### config.mk
export PLATFORM = sky130hd
export DESIGN_NAME = reflet_timer_subsystem
export DESIGN_NICKNAME = d
export VERILOG_FILES = /design/src/source/reflet_pkg.sv /design/src/source/reflet_counter.sv /design/src/source/reflet_interrupt_ctrl.sv /design/src/source/reflet_timer.sv /design/src/source/reflet_timer_subsystem.sv
export SDC_FILE = /design/constraint.sdc
export NUM_CORES = 1
export LEC_CHECK = 0
export BUFFER_PORTS_ARGS = -buffer_cell sky130_fd_sc_hd__buf_4
export CORE_UTILIZATION = 53
export CTS_BUF_LIST = sky130_fd_sc_hd__clkbuf_2
export CTS_CLUSTER_DIAMETER = 60
export CTS_CLUSTER_SIZE = 20
export DETAILED_ROUTE_END_ITERATION = 7
export HOLD_SLACK_MARGIN = 0.12
export PLACE_DENSITY = 0.81
export SYNTH_ARGS = -nofsm -noshare
export SYNTH_HDL_FRONTEND = slang
export SYNTH_HIERARCHICAL = 1
export SYNTH_SLANG_ARGS = --single-unit
export TNS_END_PERCENT = 20
### constraint.sdc
create_clock -name clk -period 3.3 [get_ports clk]
set_input_delay 0.33 -clock clk [delete_from_list [all_inputs] [get_ports clk]]
set_output_delay 0.33 -clock clk [all_outputs]
set_load 0.01 [all_outputs]
### src/source/reflet_pkg.sv
package reflet_pkg;

    // ########################################
    // system bus
    // ########################################

    localparam int unsigned addr_width = 16;
    localparam int unsigned data_width = 8;

    // ########################################
    // address map
    // ########################################

    localparam logic [addr_width-1:0] timer0_base = 16'hFF10;
    localparam logic [addr_width-1:0] timer1_base = 16'hFF14;
    localparam logic [addr_width-1:0] intc_base   = 16'hFF18;

    // each block decodes four bytes. The last offset is left unused.
    localparam int unsigned block_span = 4;

    // ########################################
    // timer and interrupt sizing
    // ########################################

    // one bit wider than the data so that a prescaler of 255 + 1 still fits.
    localparam int unsigned count_width = 9;

    localparam int unsigned num_irq = 2; // one source per timer.

    // register offsets inside a timer window.
    typedef enum logic [1:0] {
        reg_pre1 = 2'd0,
        reg_pre2 = 2'd1,
        reg_arr  = 2'd2
    } timer_reg_e;

    // register offsets inside the interrupt controller window.
    typedef enum logic [1:0] {
        reg_pending = 2'd0,
        reg_mask    = 2'd1
    } intc_reg_e;

endpackage

### src/source/reflet_counter.sv
module reflet_counter (
    input  logic                               clk,
    input  logic                               reset,
    input  logic                               clear,
    input  logic                               enable,
    input  logic [reflet_pkg::count_width-1:0] max,
    output logic                               out
);

    import reflet_pkg::*;

    logic [count_width-1:0] count;
    logic [count_width-1:0] last_count;
    logic                   at_last;

    // the count runs from zero up to max - 1 and then wraps.
    assign last_count = max - count_width'(1);
    assign at_last    = (count == last_count);

    // out only fires on an enabled cycle, which lets counters chain.
    assign out = enable && at_last;

    // ########################################
    // count register
    // ########################################

    always_ff @(posedge clk) begin
        if (reset || clear) begin
            count <= '0;
        end else if (enable) begin
            if (at_last) begin
                count <= '0; // wrap after the last state.
            end else begin
                count <= count + count_width'(1);
            end
        end
    end

endmodule

### src/source/reflet_interrupt_ctrl.sv
module reflet_interrupt_ctrl #(
    parameter logic [reflet_pkg::addr_width-1:0] base_addr = reflet_pkg::intc_base
) (
    input  logic                              clk,
    input  logic                              reset,
    input  logic                              enable,
    input  logic [reflet_pkg::addr_width-1:0] addr,
    input  logic                              write_en,
    input  logic [reflet_pkg::data_width-1:0] data_in,
    output logic [reflet_pkg::data_width-1:0] data_out,
    input  logic [reflet_pkg::num_irq-1:0]    irq_pulse,
    output logic                              irq
);

    import reflet_pkg::*;

    localparam logic [addr_width-1:0] last_addr = base_addr + addr_width'(block_span - 1);

    // ########################################
    // address decode
    // ########################################

    logic                  selected;
    logic                  write_hit;
    logic [addr_width-1:0] rel_addr;
    intc_reg_e             offset;

    assign selected  = enable && (addr >= base_addr) && (addr <= last_addr);
    assign write_hit = selected && write_en;
    assign rel_addr  = addr - base_addr;
    assign offset    = intc_reg_e'(rel_addr[1:0]);

    // ########################################
    // pending and mask registers
    // ########################################

    logic [num_irq-1:0] pending;
    logic [num_irq-1:0] mask;
    logic [num_irq-1:0] clear_bits;

    // writing ones to the pending register clears those bits.
    assign clear_bits = (write_hit && offset == reg_pending) ? data_in[num_irq-1:0] : '0;

    always_ff @(posedge clk) begin
        if (reset) begin
            pending <= '0;
        end else begin
            // a pulse in the same cycle as the clear keeps the bit set.
            pending <= (pending & ~clear_bits) | irq_pulse;
        end
    end

    always_ff @(posedge clk) begin
        if (reset) begin
            mask <= '0;
        end else if (write_hit && offset == reg_mask) begin
            mask <= data_in[num_irq-1:0];
        end
    end

    // ########################################
    // read data and interrupt line
    // ########################################

    always_comb begin
        data_out = '0; // upper bits and unused offsets read zero.
        if (selected) begin
            case (offset)
                reg_pending: data_out = data_width'(pending);
                reg_mask:    data_out = data_width'(mask);
                default:     data_out = '0;
            endcase
        end
    end

    // level interrupt to the processor.
    assign irq = |(pending & mask);

endmodule

### src/source/reflet_timer.sv
module reflet_timer #(
    parameter logic [reflet_pkg::addr_width-1:0] base_addr = reflet_pkg::timer0_base
) (
    input  logic                              clk,
    input  logic                              reset,
    input  logic                              enable,
    input  logic [reflet_pkg::addr_width-1:0] addr,
    input  logic                              write_en,
    input  logic [reflet_pkg::data_width-1:0] data_in,
    output logic [reflet_pkg::data_width-1:0] data_out,
    output logic                              interrupt
);

    import reflet_pkg::*;

    localparam logic [addr_width-1:0] last_addr = base_addr + addr_width'(block_span - 1);

    // ########################################
    // address decode
    // ########################################

    logic                  selected;
    logic                  write_hit;
    logic [addr_width-1:0] rel_addr;
    timer_reg_e            offset;

    assign selected  = enable && (addr >= base_addr) && (addr <= last_addr);
    assign write_hit = selected && write_en;
    assign rel_addr  = addr - base_addr;
    assign offset    = timer_reg_e'(rel_addr[1:0]); // only the low bits matter inside the window.

    // ########################################
    // configuration registers
    // ########################################

    logic [data_width-1:0] pre1;
    logic [data_width-1:0] pre2;
    logic [data_width-1:0] arr;

    always_ff @(posedge clk) begin
        if (reset) begin
            pre1 <= '0;
            pre2 <= '0;
            arr  <= '0;
        end else if (write_hit) begin
            case (offset)
                reg_pre1: pre1 <= data_in;
                reg_pre2: pre2 <= data_in;
                reg_arr:  arr  <= data_in;
                default:  ; // offset 3 has no storage.
            endcase
        end
    end

    // read back is combinational and zero outside the window.
    always_comb begin
        data_out = '0;
        if (selected) begin
            case (offset)
                reg_pre1: data_out = pre1;
                reg_pre2: data_out = pre2;
                reg_arr:  data_out = arr;
                default:  data_out = '0;
            endcase
        end
    end

    // ########################################
    // configuration check
    // ########################################

    logic                   timer_active;
    logic                   chain_clear;
    logic [count_width-1:0] pre1_max;
    logic [count_width-1:0] pre2_max;
    logic [count_width-1:0] arr_max;

    // a zero reload or a full prescaler would never give a sane period.
    assign timer_active = (arr != '0) && (pre1 != '1) && (pre2 != '1);

    // any write restarts the chain so the phase is known after reconfiguration.
    assign chain_clear = !timer_active || write_hit;

    assign pre1_max = count_width'(pre1) + count_width'(1);
    assign pre2_max = count_width'(pre2) + count_width'(1);
    assign arr_max  = count_width'(arr);

    // ########################################
    // counter chain
    // ########################################

    logic pre1_out;
    logic pre2_out;

    reflet_counter pre1_cnt (
        .clk    (clk),
        .reset  (reset),
        .clear  (chain_clear),
        .enable (timer_active),
        .max    (pre1_max),
        .out    (pre1_out)
    );

    reflet_counter pre2_cnt (
        .clk    (clk),
        .reset  (reset),
        .clear  (chain_clear),
        .enable (pre1_out),
        .max    (pre2_max),
        .out    (pre2_out)
    );

    // the last stage pulses once per full period.
    reflet_counter arr_cnt (
        .clk    (clk),
        .reset  (reset),
        .clear  (chain_clear),
        .enable (pre2_out),
        .max    (arr_max),
        .out    (interrupt)
    );

endmodule

### src/source/reflet_timer_subsystem.sv
module reflet_timer_subsystem (
    input  logic                              clk,
    input  logic                              reset,
    input  logic                              enable,
    input  logic [reflet_pkg::addr_width-1:0] addr,
    input  logic                              write_en,
    input  logic [reflet_pkg::data_width-1:0] data_in,
    output logic [reflet_pkg::data_width-1:0] data_out,
    output logic                              irq
);

    import reflet_pkg::*;

    logic [data_width-1:0] timer0_data;
    logic [data_width-1:0] timer1_data;
    logic [data_width-1:0] intc_data;
    logic [num_irq-1:0]    timer_irq; // bit n comes from timer n.

    // ########################################
    // timers
    // ########################################

    reflet_timer #(
        .base_addr (timer0_base)
    ) timer0 (
        .clk       (clk),
        .reset     (reset),
        .enable    (enable),
        .addr      (addr),
        .write_en  (write_en),
        .data_in   (data_in),
        .data_out  (timer0_data),
        .interrupt (timer_irq[0])
    );

    reflet_timer #(
        .base_addr (timer1_base)
    ) timer1 (
        .clk       (clk),
        .reset     (reset),
        .enable    (enable),
        .addr      (addr),
        .write_en  (write_en),
        .data_in   (data_in),
        .data_out  (timer1_data),
        .interrupt (timer_irq[1])
    );

    // ########################################
    // interrupt controller
    // ########################################

    reflet_interrupt_ctrl #(
        .base_addr (intc_base)
    ) intc (
        .clk       (clk),
        .reset     (reset),
        .enable    (enable),
        .addr      (addr),
        .write_en  (write_en),
        .data_in   (data_in),
        .data_out  (intc_data),
        .irq_pulse (timer_irq),
        .irq       (irq)
    );

    // only the selected block drives nonzero data, so a plain OR merges them.
    assign data_out = timer0_data | timer1_data | intc_data;

endmodule
==> results.cfg, run 1 <==
[setup_path]
arrival_ps = 3740
crit_type = flip-flop to flip-flop
crit_required_ps = 3840
path_max_fanout = 15
cpMaxStageDelayCell = dfxtp_2
cp-start-kind = flip-flop
max_stage_delay_ps = 460
crit_path_cell_trace = nand3_1, xnor2_1, nand3b_1, a311o_2, a2111oi_4, and3_4, buf_12, nand4_1, nor2_2, nand4_1, xnor2_1, nor3_2
crit_path_end_kind = flip-flop

[floorplanning]
start_util_pct = 55.02
io_pins = 37
dieHeight_um = 128.6
core-area_mm2 = 0.01543
num_rows = 45
dieArea_mm2 = 0.01653
die_w_um = 128.6

[synth]
synth_seq_cells = 106
syn_avg_cell_area_um2 = 8.706
synth_xor_area_share_pct = 11.76
yosys.area_share.adder_pct = 2.358
synth-compound-area-share_pct = 13.25
yosys.area.top_type = dfxtp_1
synth.area.top_cells = dfxtp_1 25%, mux2i_1 8.0%, xnor2_1 6.1%
ys.flop_type = dfxtp_1
synth-edff-count = 0
muxShareOfSynthArea_pct = 8.019
synth_top_family_by_area = simple AND/OR/NAND/NOR gates
yosys.area_share.simple_pct = 34.54
syn_inst = 975
post_synth_num_cell_types = 60
synth_most_common_cell = dfxtp_1
synth_commonest_cells = 106 x dfxtp_1, 83 x nor2_1, 75 x nand2b_1, 68 x mux2i_1, 59 x xnor2_1
seq_area_frac_synth_pct = 25.00
yosys_warnings = 6
async_flop_share_pct = 0
synth_area_mm2 = 0.008488
synth_top_cell_area_share_pct = 25.00

[routing]
via_count = 7106
first_pass_iters = 4
drt_iter0_markers = 401
postRouteAntennaNets = 0
avgViaCountPerCell = 5.726
avgRoutedWirePerCell_um = 15.64
routed_wirelength_mm = 19.41
route.detailed.drc = 0

[place]
gp_congestion = 0.8589
dp_hpwl_mm = 14.42
port_buffers = 36

[pwr]
switchingPower_w = 0.0005073
peakVddDrop_mv = 0.2017
power_w = 0.002024
powerDensity_mw_per_mm2 = 213.9
pwr-share-comb_pct = 6.6
intPower_w = 0.001517
seqPwrFrac_pct = 63.3
netSwitchingFraction_pct = 25.06
clock_power_share_pct = 30.1
leakage_nw = 3.500

[layout]
seq_area_mm2 = 0.002147
area_delta_synth_final_pct = 11.48
fillers = 1292
multi_input_area_mm2 = 0.006157
fin_nets = 1069
drive_above_1_share_pct = 25.07

[clock_tree]
cts_tree = built
cts.clk_slew.worst_paths_ps = 290
numCtsBuffers = 9
clk-insertion-delay-late_ps = 640
clock_path_buffers = 2
cts.htree.levels = 3
cts-root-buf = clkbuf_2
clock-sinks = 106

[worst_hold_path]
hold_class = input pin to flip-flop

[timing]
hold_viol_final = 0
setup-violations-final = 0
fin_setup_tns_ps = 0
maxSlewHeadroom_pct = 50.94
hold-worst-slack_ps = 197.8
period_share_pct = 97.11
fin_crit_ps = 3205
tightestPinTransition_ps = 734.3
max_freq_mhz = 312.0
finClkSkew_ps = 42.46
drv_slew = 0

[grt]
grt_max_degree = 77
grtUsageTotal_pct = 23.87
grt_pass1_vias = 6630
overflow = 0
antenna_found_initial = 1
grt_pass1_wl_mm = 31.87

[run_status]
outcome = completed

[job]
maxCapViolCount = 0
-- power groups by stage --
stage | Combinational [W] | Clock, W | Sequential, W
5_1_grt | 0.000143 | 0.000677 | 0.00128
3_5_place_dp | 0.000125 | 0 | 0.00130
2_1_floorplan | 0.0000680 | 0 | 0.00130
4_1_cts | 0.000132 | 0.000627 | 0.00128
6_report | 0.000134 | 0.000609 | 0.00128
3_3_place_gp | 0.000123 | 0 | 0.00130
-- sequential cells by signal, indices dropped and copies added (netlist names), 9 cells and up --
name                   flops
timer0/arr_cnt/count       9
timer0/pre1_cnt/count      9
timer0/pre2_cnt/count      9
timer1/pre1_cnt/count      9
timer1/pre2_cnt/count      9
timer1/arr_cnt/count       9
-- layout by cell type (no fill, tap or decap), drive strengths merged, types with 12 or more instances in the layout --
master   Yosys  layout
a2111oi     12      12
nor3        57      57
buf         27      68
xor2        55      55
nand2b      75      75
or2         12      12
mux2i       68      68
inv         37      39
nand2       42      42
o2bb2ai     12      12
nor2        90      90
or2b        30      30
and3        14      14
dfxtp      106     106
o21a        18      18
nor2b       14      14
a21oi       52      52
ha          16      16
nand4       36      36
nand3       20      20
xnor2       59      59
-- cell type report --
type	instances	area share [%]
multi-input cells	793	65.07
flip-flops and latches	106	22.69
repair buffers	78	6.849
well taps	211	2.790
inverters	37	1.468
clock inverters	5	0.5818
clock buffers	10	0.5289
diodes	1	0.02644
-- per-stage QoR --
step | instance area [um2] | worst slack [ps] | utilization (%) | instances
after CTS | 9243 | 30.76 | 59.91 | 1233
after global routing | 9463 | -58.05 | 61.34 | 1241
after global placement | 9034 | 49.09 | 58.56 | 1208
after floorplan | 8592 | -14.48 | - | 980
after detailed placement | 9034 | 32.05 | 58.56 | 1208
final | 9463 | 95.29 | 61.34 | 1241
-- repair_timing --
item | 4_1_cts | 5_1_grt
pin swaps | 0 | 11
hold buffers | 10 | 0
gates resized for setup | 2 | 33
setup buffers | 0 | 7
endpoints found under the hold margin | 50 | 0
setup endpoints to repair | 2 | 19
-- critical path, delay by kind of cell (launching register included) --
kind	cells	cell delay, ps
and+or+nand+nor	7	1050
DFF	1	460
buffers and inverters	1	140
AOI/OAI and AO/OA	2	830
xor gates and xnor gates	2	650
-- per-layer routing --
| layer | up-vias | GRT usage (%) | part of all wire, % |
|---|---|---|---|
| li1 | 3522 | - | - |
| met1 | 3359 | 32.73 | 47 |
| met2 | 198 | 39.01 | 46 |
| met3 | 27 | 3.326 | 5.1 |
| met4 | 0 | 6.782 | 1.6 |
| met5 | - | 0 | 0 |
-- kinds of logic (layout without fill, tap and decap cells) --
logic type	Yosys count	in the layout
AND/OR/NAND/NOR	455	455
AO/OA/AOI/OAI	132	132
XOR/XNOR	114	114
flip-flops	106	106
buffers and inverters	81	130
multiplexers	68	68
adder cells (fa/ha/maj)	16	16
other	3	9
-- path summary, 6_finish.rpt --
path | from | to | slack, ps | cells after the start
worst min register to register | timer1/pre2[7] | timer1/pre2[7] | 530 | 2
worst max register to register | timer1/pre1[2] | timer1/pre2_cnt/count[7] | 100 | 12
worst max-delay path | timer1/pre1[2] | timer1/pre2_cnt/count[7] | 100 | 12
worst min-delay path | write_en | intc/pending[0] | 200 | 4
No activity file was read; power rests on OpenSTA's default activity.
==> inputs of run 2 (changes only) <==
--- a/config.mk
+++ b/config.mk
@@ -12,6 +12,7 @@
 export CTS_CLUSTER_SIZE = 20
 export DETAILED_ROUTE_END_ITERATION = 7
 export HOLD_SLACK_MARGIN = 0.12
+export MAX_ROUTING_LAYER = met4
 export PLACE_DENSITY = 0.81
 export SYNTH_ARGS = -nofsm -noshare
 export SYNTH_HDL_FRONTEND = slang
==> run 2 against run 1 <==
Against the previous run:
- via count increased by 0.56%
- critical path depth unchanged
- flip-flop and latch count unchanged
- utilization unchanged
- clock-buffer cell count unchanged
- sequential share of layout area unchanged
- fmax decreased by 0.16%
- routed wire length increased by 0.14%
- hold slack improved by 6.8 ps
- register-to-register slack about the same
- critical path type unchanged
- critical endpoint unchanged
- largest cell class unchanged
==> results.cfg, run 2 (synthesis results as in run 1) <==
[worst_hold_path]
hold_class = input pin to flip-flop

[clock_tree]
cts_tree = built
cts.htree.levels = 3
cts.clk_slew.worst_paths_ps = 290
cts-root-buf = clkbuf_2
clock_path_buffers = 2
numCtsBuffers = 9
clock-sinks = 106
clk-insertion-delay-late_ps = 640

[place]
post-place-cells = 1208
gp_congestion = 0.8727
dp_hpwl_mm = 14.42
port_buffers = 36

[pwr]
intPower_w = 0.001517
pwr-share-comb_pct = 6.6
power_w = 0.002024
clock_power_share_pct = 30.1
seqPwrFrac_pct = 63.2
switchingPower_w = 0.0005075
peakVddDrop_mv = 0.2016
leakage_nw = 3.500
powerDensity_mw_per_mm2 = 213.9
netSwitchingFraction_pct = 25.07

[grt]
grt_pass1_wl_mm = 31.88
grt_pass1_vias = 6617
grtUsageTotal_pct = 24.61
overflow = 0
grt_max_degree = 77
antenna_found_initial = 1

[floorplanning]
start_util_pct = 55.02
die_w_um = 128.6
num_rows = 45
io_pins = 37
dieHeight_um = 128.6
dieArea_mm2 = 0.01653
core-area_mm2 = 0.01543

[timing]
hold_viol_final = 0
grt_setup_unrepaired = true
period_share_pct = 97.26
fin_crit_ps = 3210
finClkSkew_ps = 40.66
maxSlewHeadroom_pct = 52.85
hold-worst-slack_ps = 204.6
max_freq_mhz = 311.6
tightestPinTransition_ps = 705.8
drv_slew = 0
setup-violations-final = 0

[setup_path]
crit_required_ps = 3830
arrival_ps = 3740
crit_type = flip-flop to flip-flop
crit_path_end_kind = flip-flop
path_max_fanout = 15
cp-start-kind = flip-flop

[routing]
drt_iter0_markers = 509
routed_wirelength_mm = 19.44
first_pass_iters = 7
avgRoutedWirePerCell_um = 15.66
postRouteAntennaNets = 0
via_count = 7146
avgViaCountPerCell = 5.758
route.detailed.drc = 0

[layout]
final_common_cell = dfxtp_1
area_delta_synth_final_pct = 11.48
final-instance-count-excl-fill = 1241
drive_above_1_share_pct = 25.07
fin_nets = 1069
layout_common_cells = 98 x dfxtp_1, 79 x nor2_1, 75 x nand2b_1

[job]
maxCapViolCount = 0

[run_status]
outcome = completed
[run 2: cell type report]
class	count	area, um2
clock inverters	5	55.05
well taps	211	264.0
fillers	1292	5964
repair buffers	78	648.1
diodes	1	2.502
clock buffers	10	50.05
inverters	37	138.9
flip-flops and latches	106	2147
multi-input cells	793	6157
[run 2: through the flow]
step	setup WS (ps)	TNS (ps)	instance area (um2)	utilization, %
after detailed placement	32.05	0	9034	58.56
final	90.31	0	9463	61.34
after global placement	49.09	0	9034	58.56
after CTS	30.76	0	9243	59.91
after floorplan	-14.48	-14.48	8592	-
after global routing	-58.05	-251.5	9463	61.34
[run 2: worst paths after layout]
path	from	endpoint	slack, ps	cells after the start
worst min-delay path	write_en	intc/pending[0]	200	4
worst max-delay path	timer1/pre1[2]	timer1/pre2_cnt/count[7]	90	12
worst min register to register	timer0/pre2[7]	timer0/pre2[7]	540	2
worst max register to register	timer1/pre1[2]	timer1/pre2_cnt/count[7]	90	12
[run 2: routing by layer]
metal	track usage [%]	vias up	routed length, um
met5	-	-	0
met4	6.782	0	352
met3	3.243	30	1083
met2	39.05	198	8928
met1	32.75	3387	9075
li1	-	3531	-
[run 2: power groups by stage]
stage	combinational (W)	sequential (W)	clock, W
after floorplan	0.0000680	0.00130	0
after global placement	0.000123	0.00130	0
after detailed placement	0.000125	0.00130	0
after CTS	0.000132	0.00128	0.000627
after global routing	0.000143	0.00128	0.000677
final	0.000135	0.00128	0.000609
[run 2: critical path: stages, from the launching register on]
cell and delay [ps]:
dfxtp_2 460, nand3_1 110, xnor2_1 440, nand3b_1 160, a311o_2 450, a2111oi_4 380, and3_4 270, buf_12 140
nand4_1 130, nor2_2 190, nand4_1 140, xnor2_1 210, nor3_2 50
[run 2: what timing repair did]
action,in CTS,in global routing
endpoints found under the setup margin,2,19
setup buffers,0,7
hold endpoints to repair,50,0
hold buffers,10,0
gates resized for setup,2,33
pin swaps,0,11
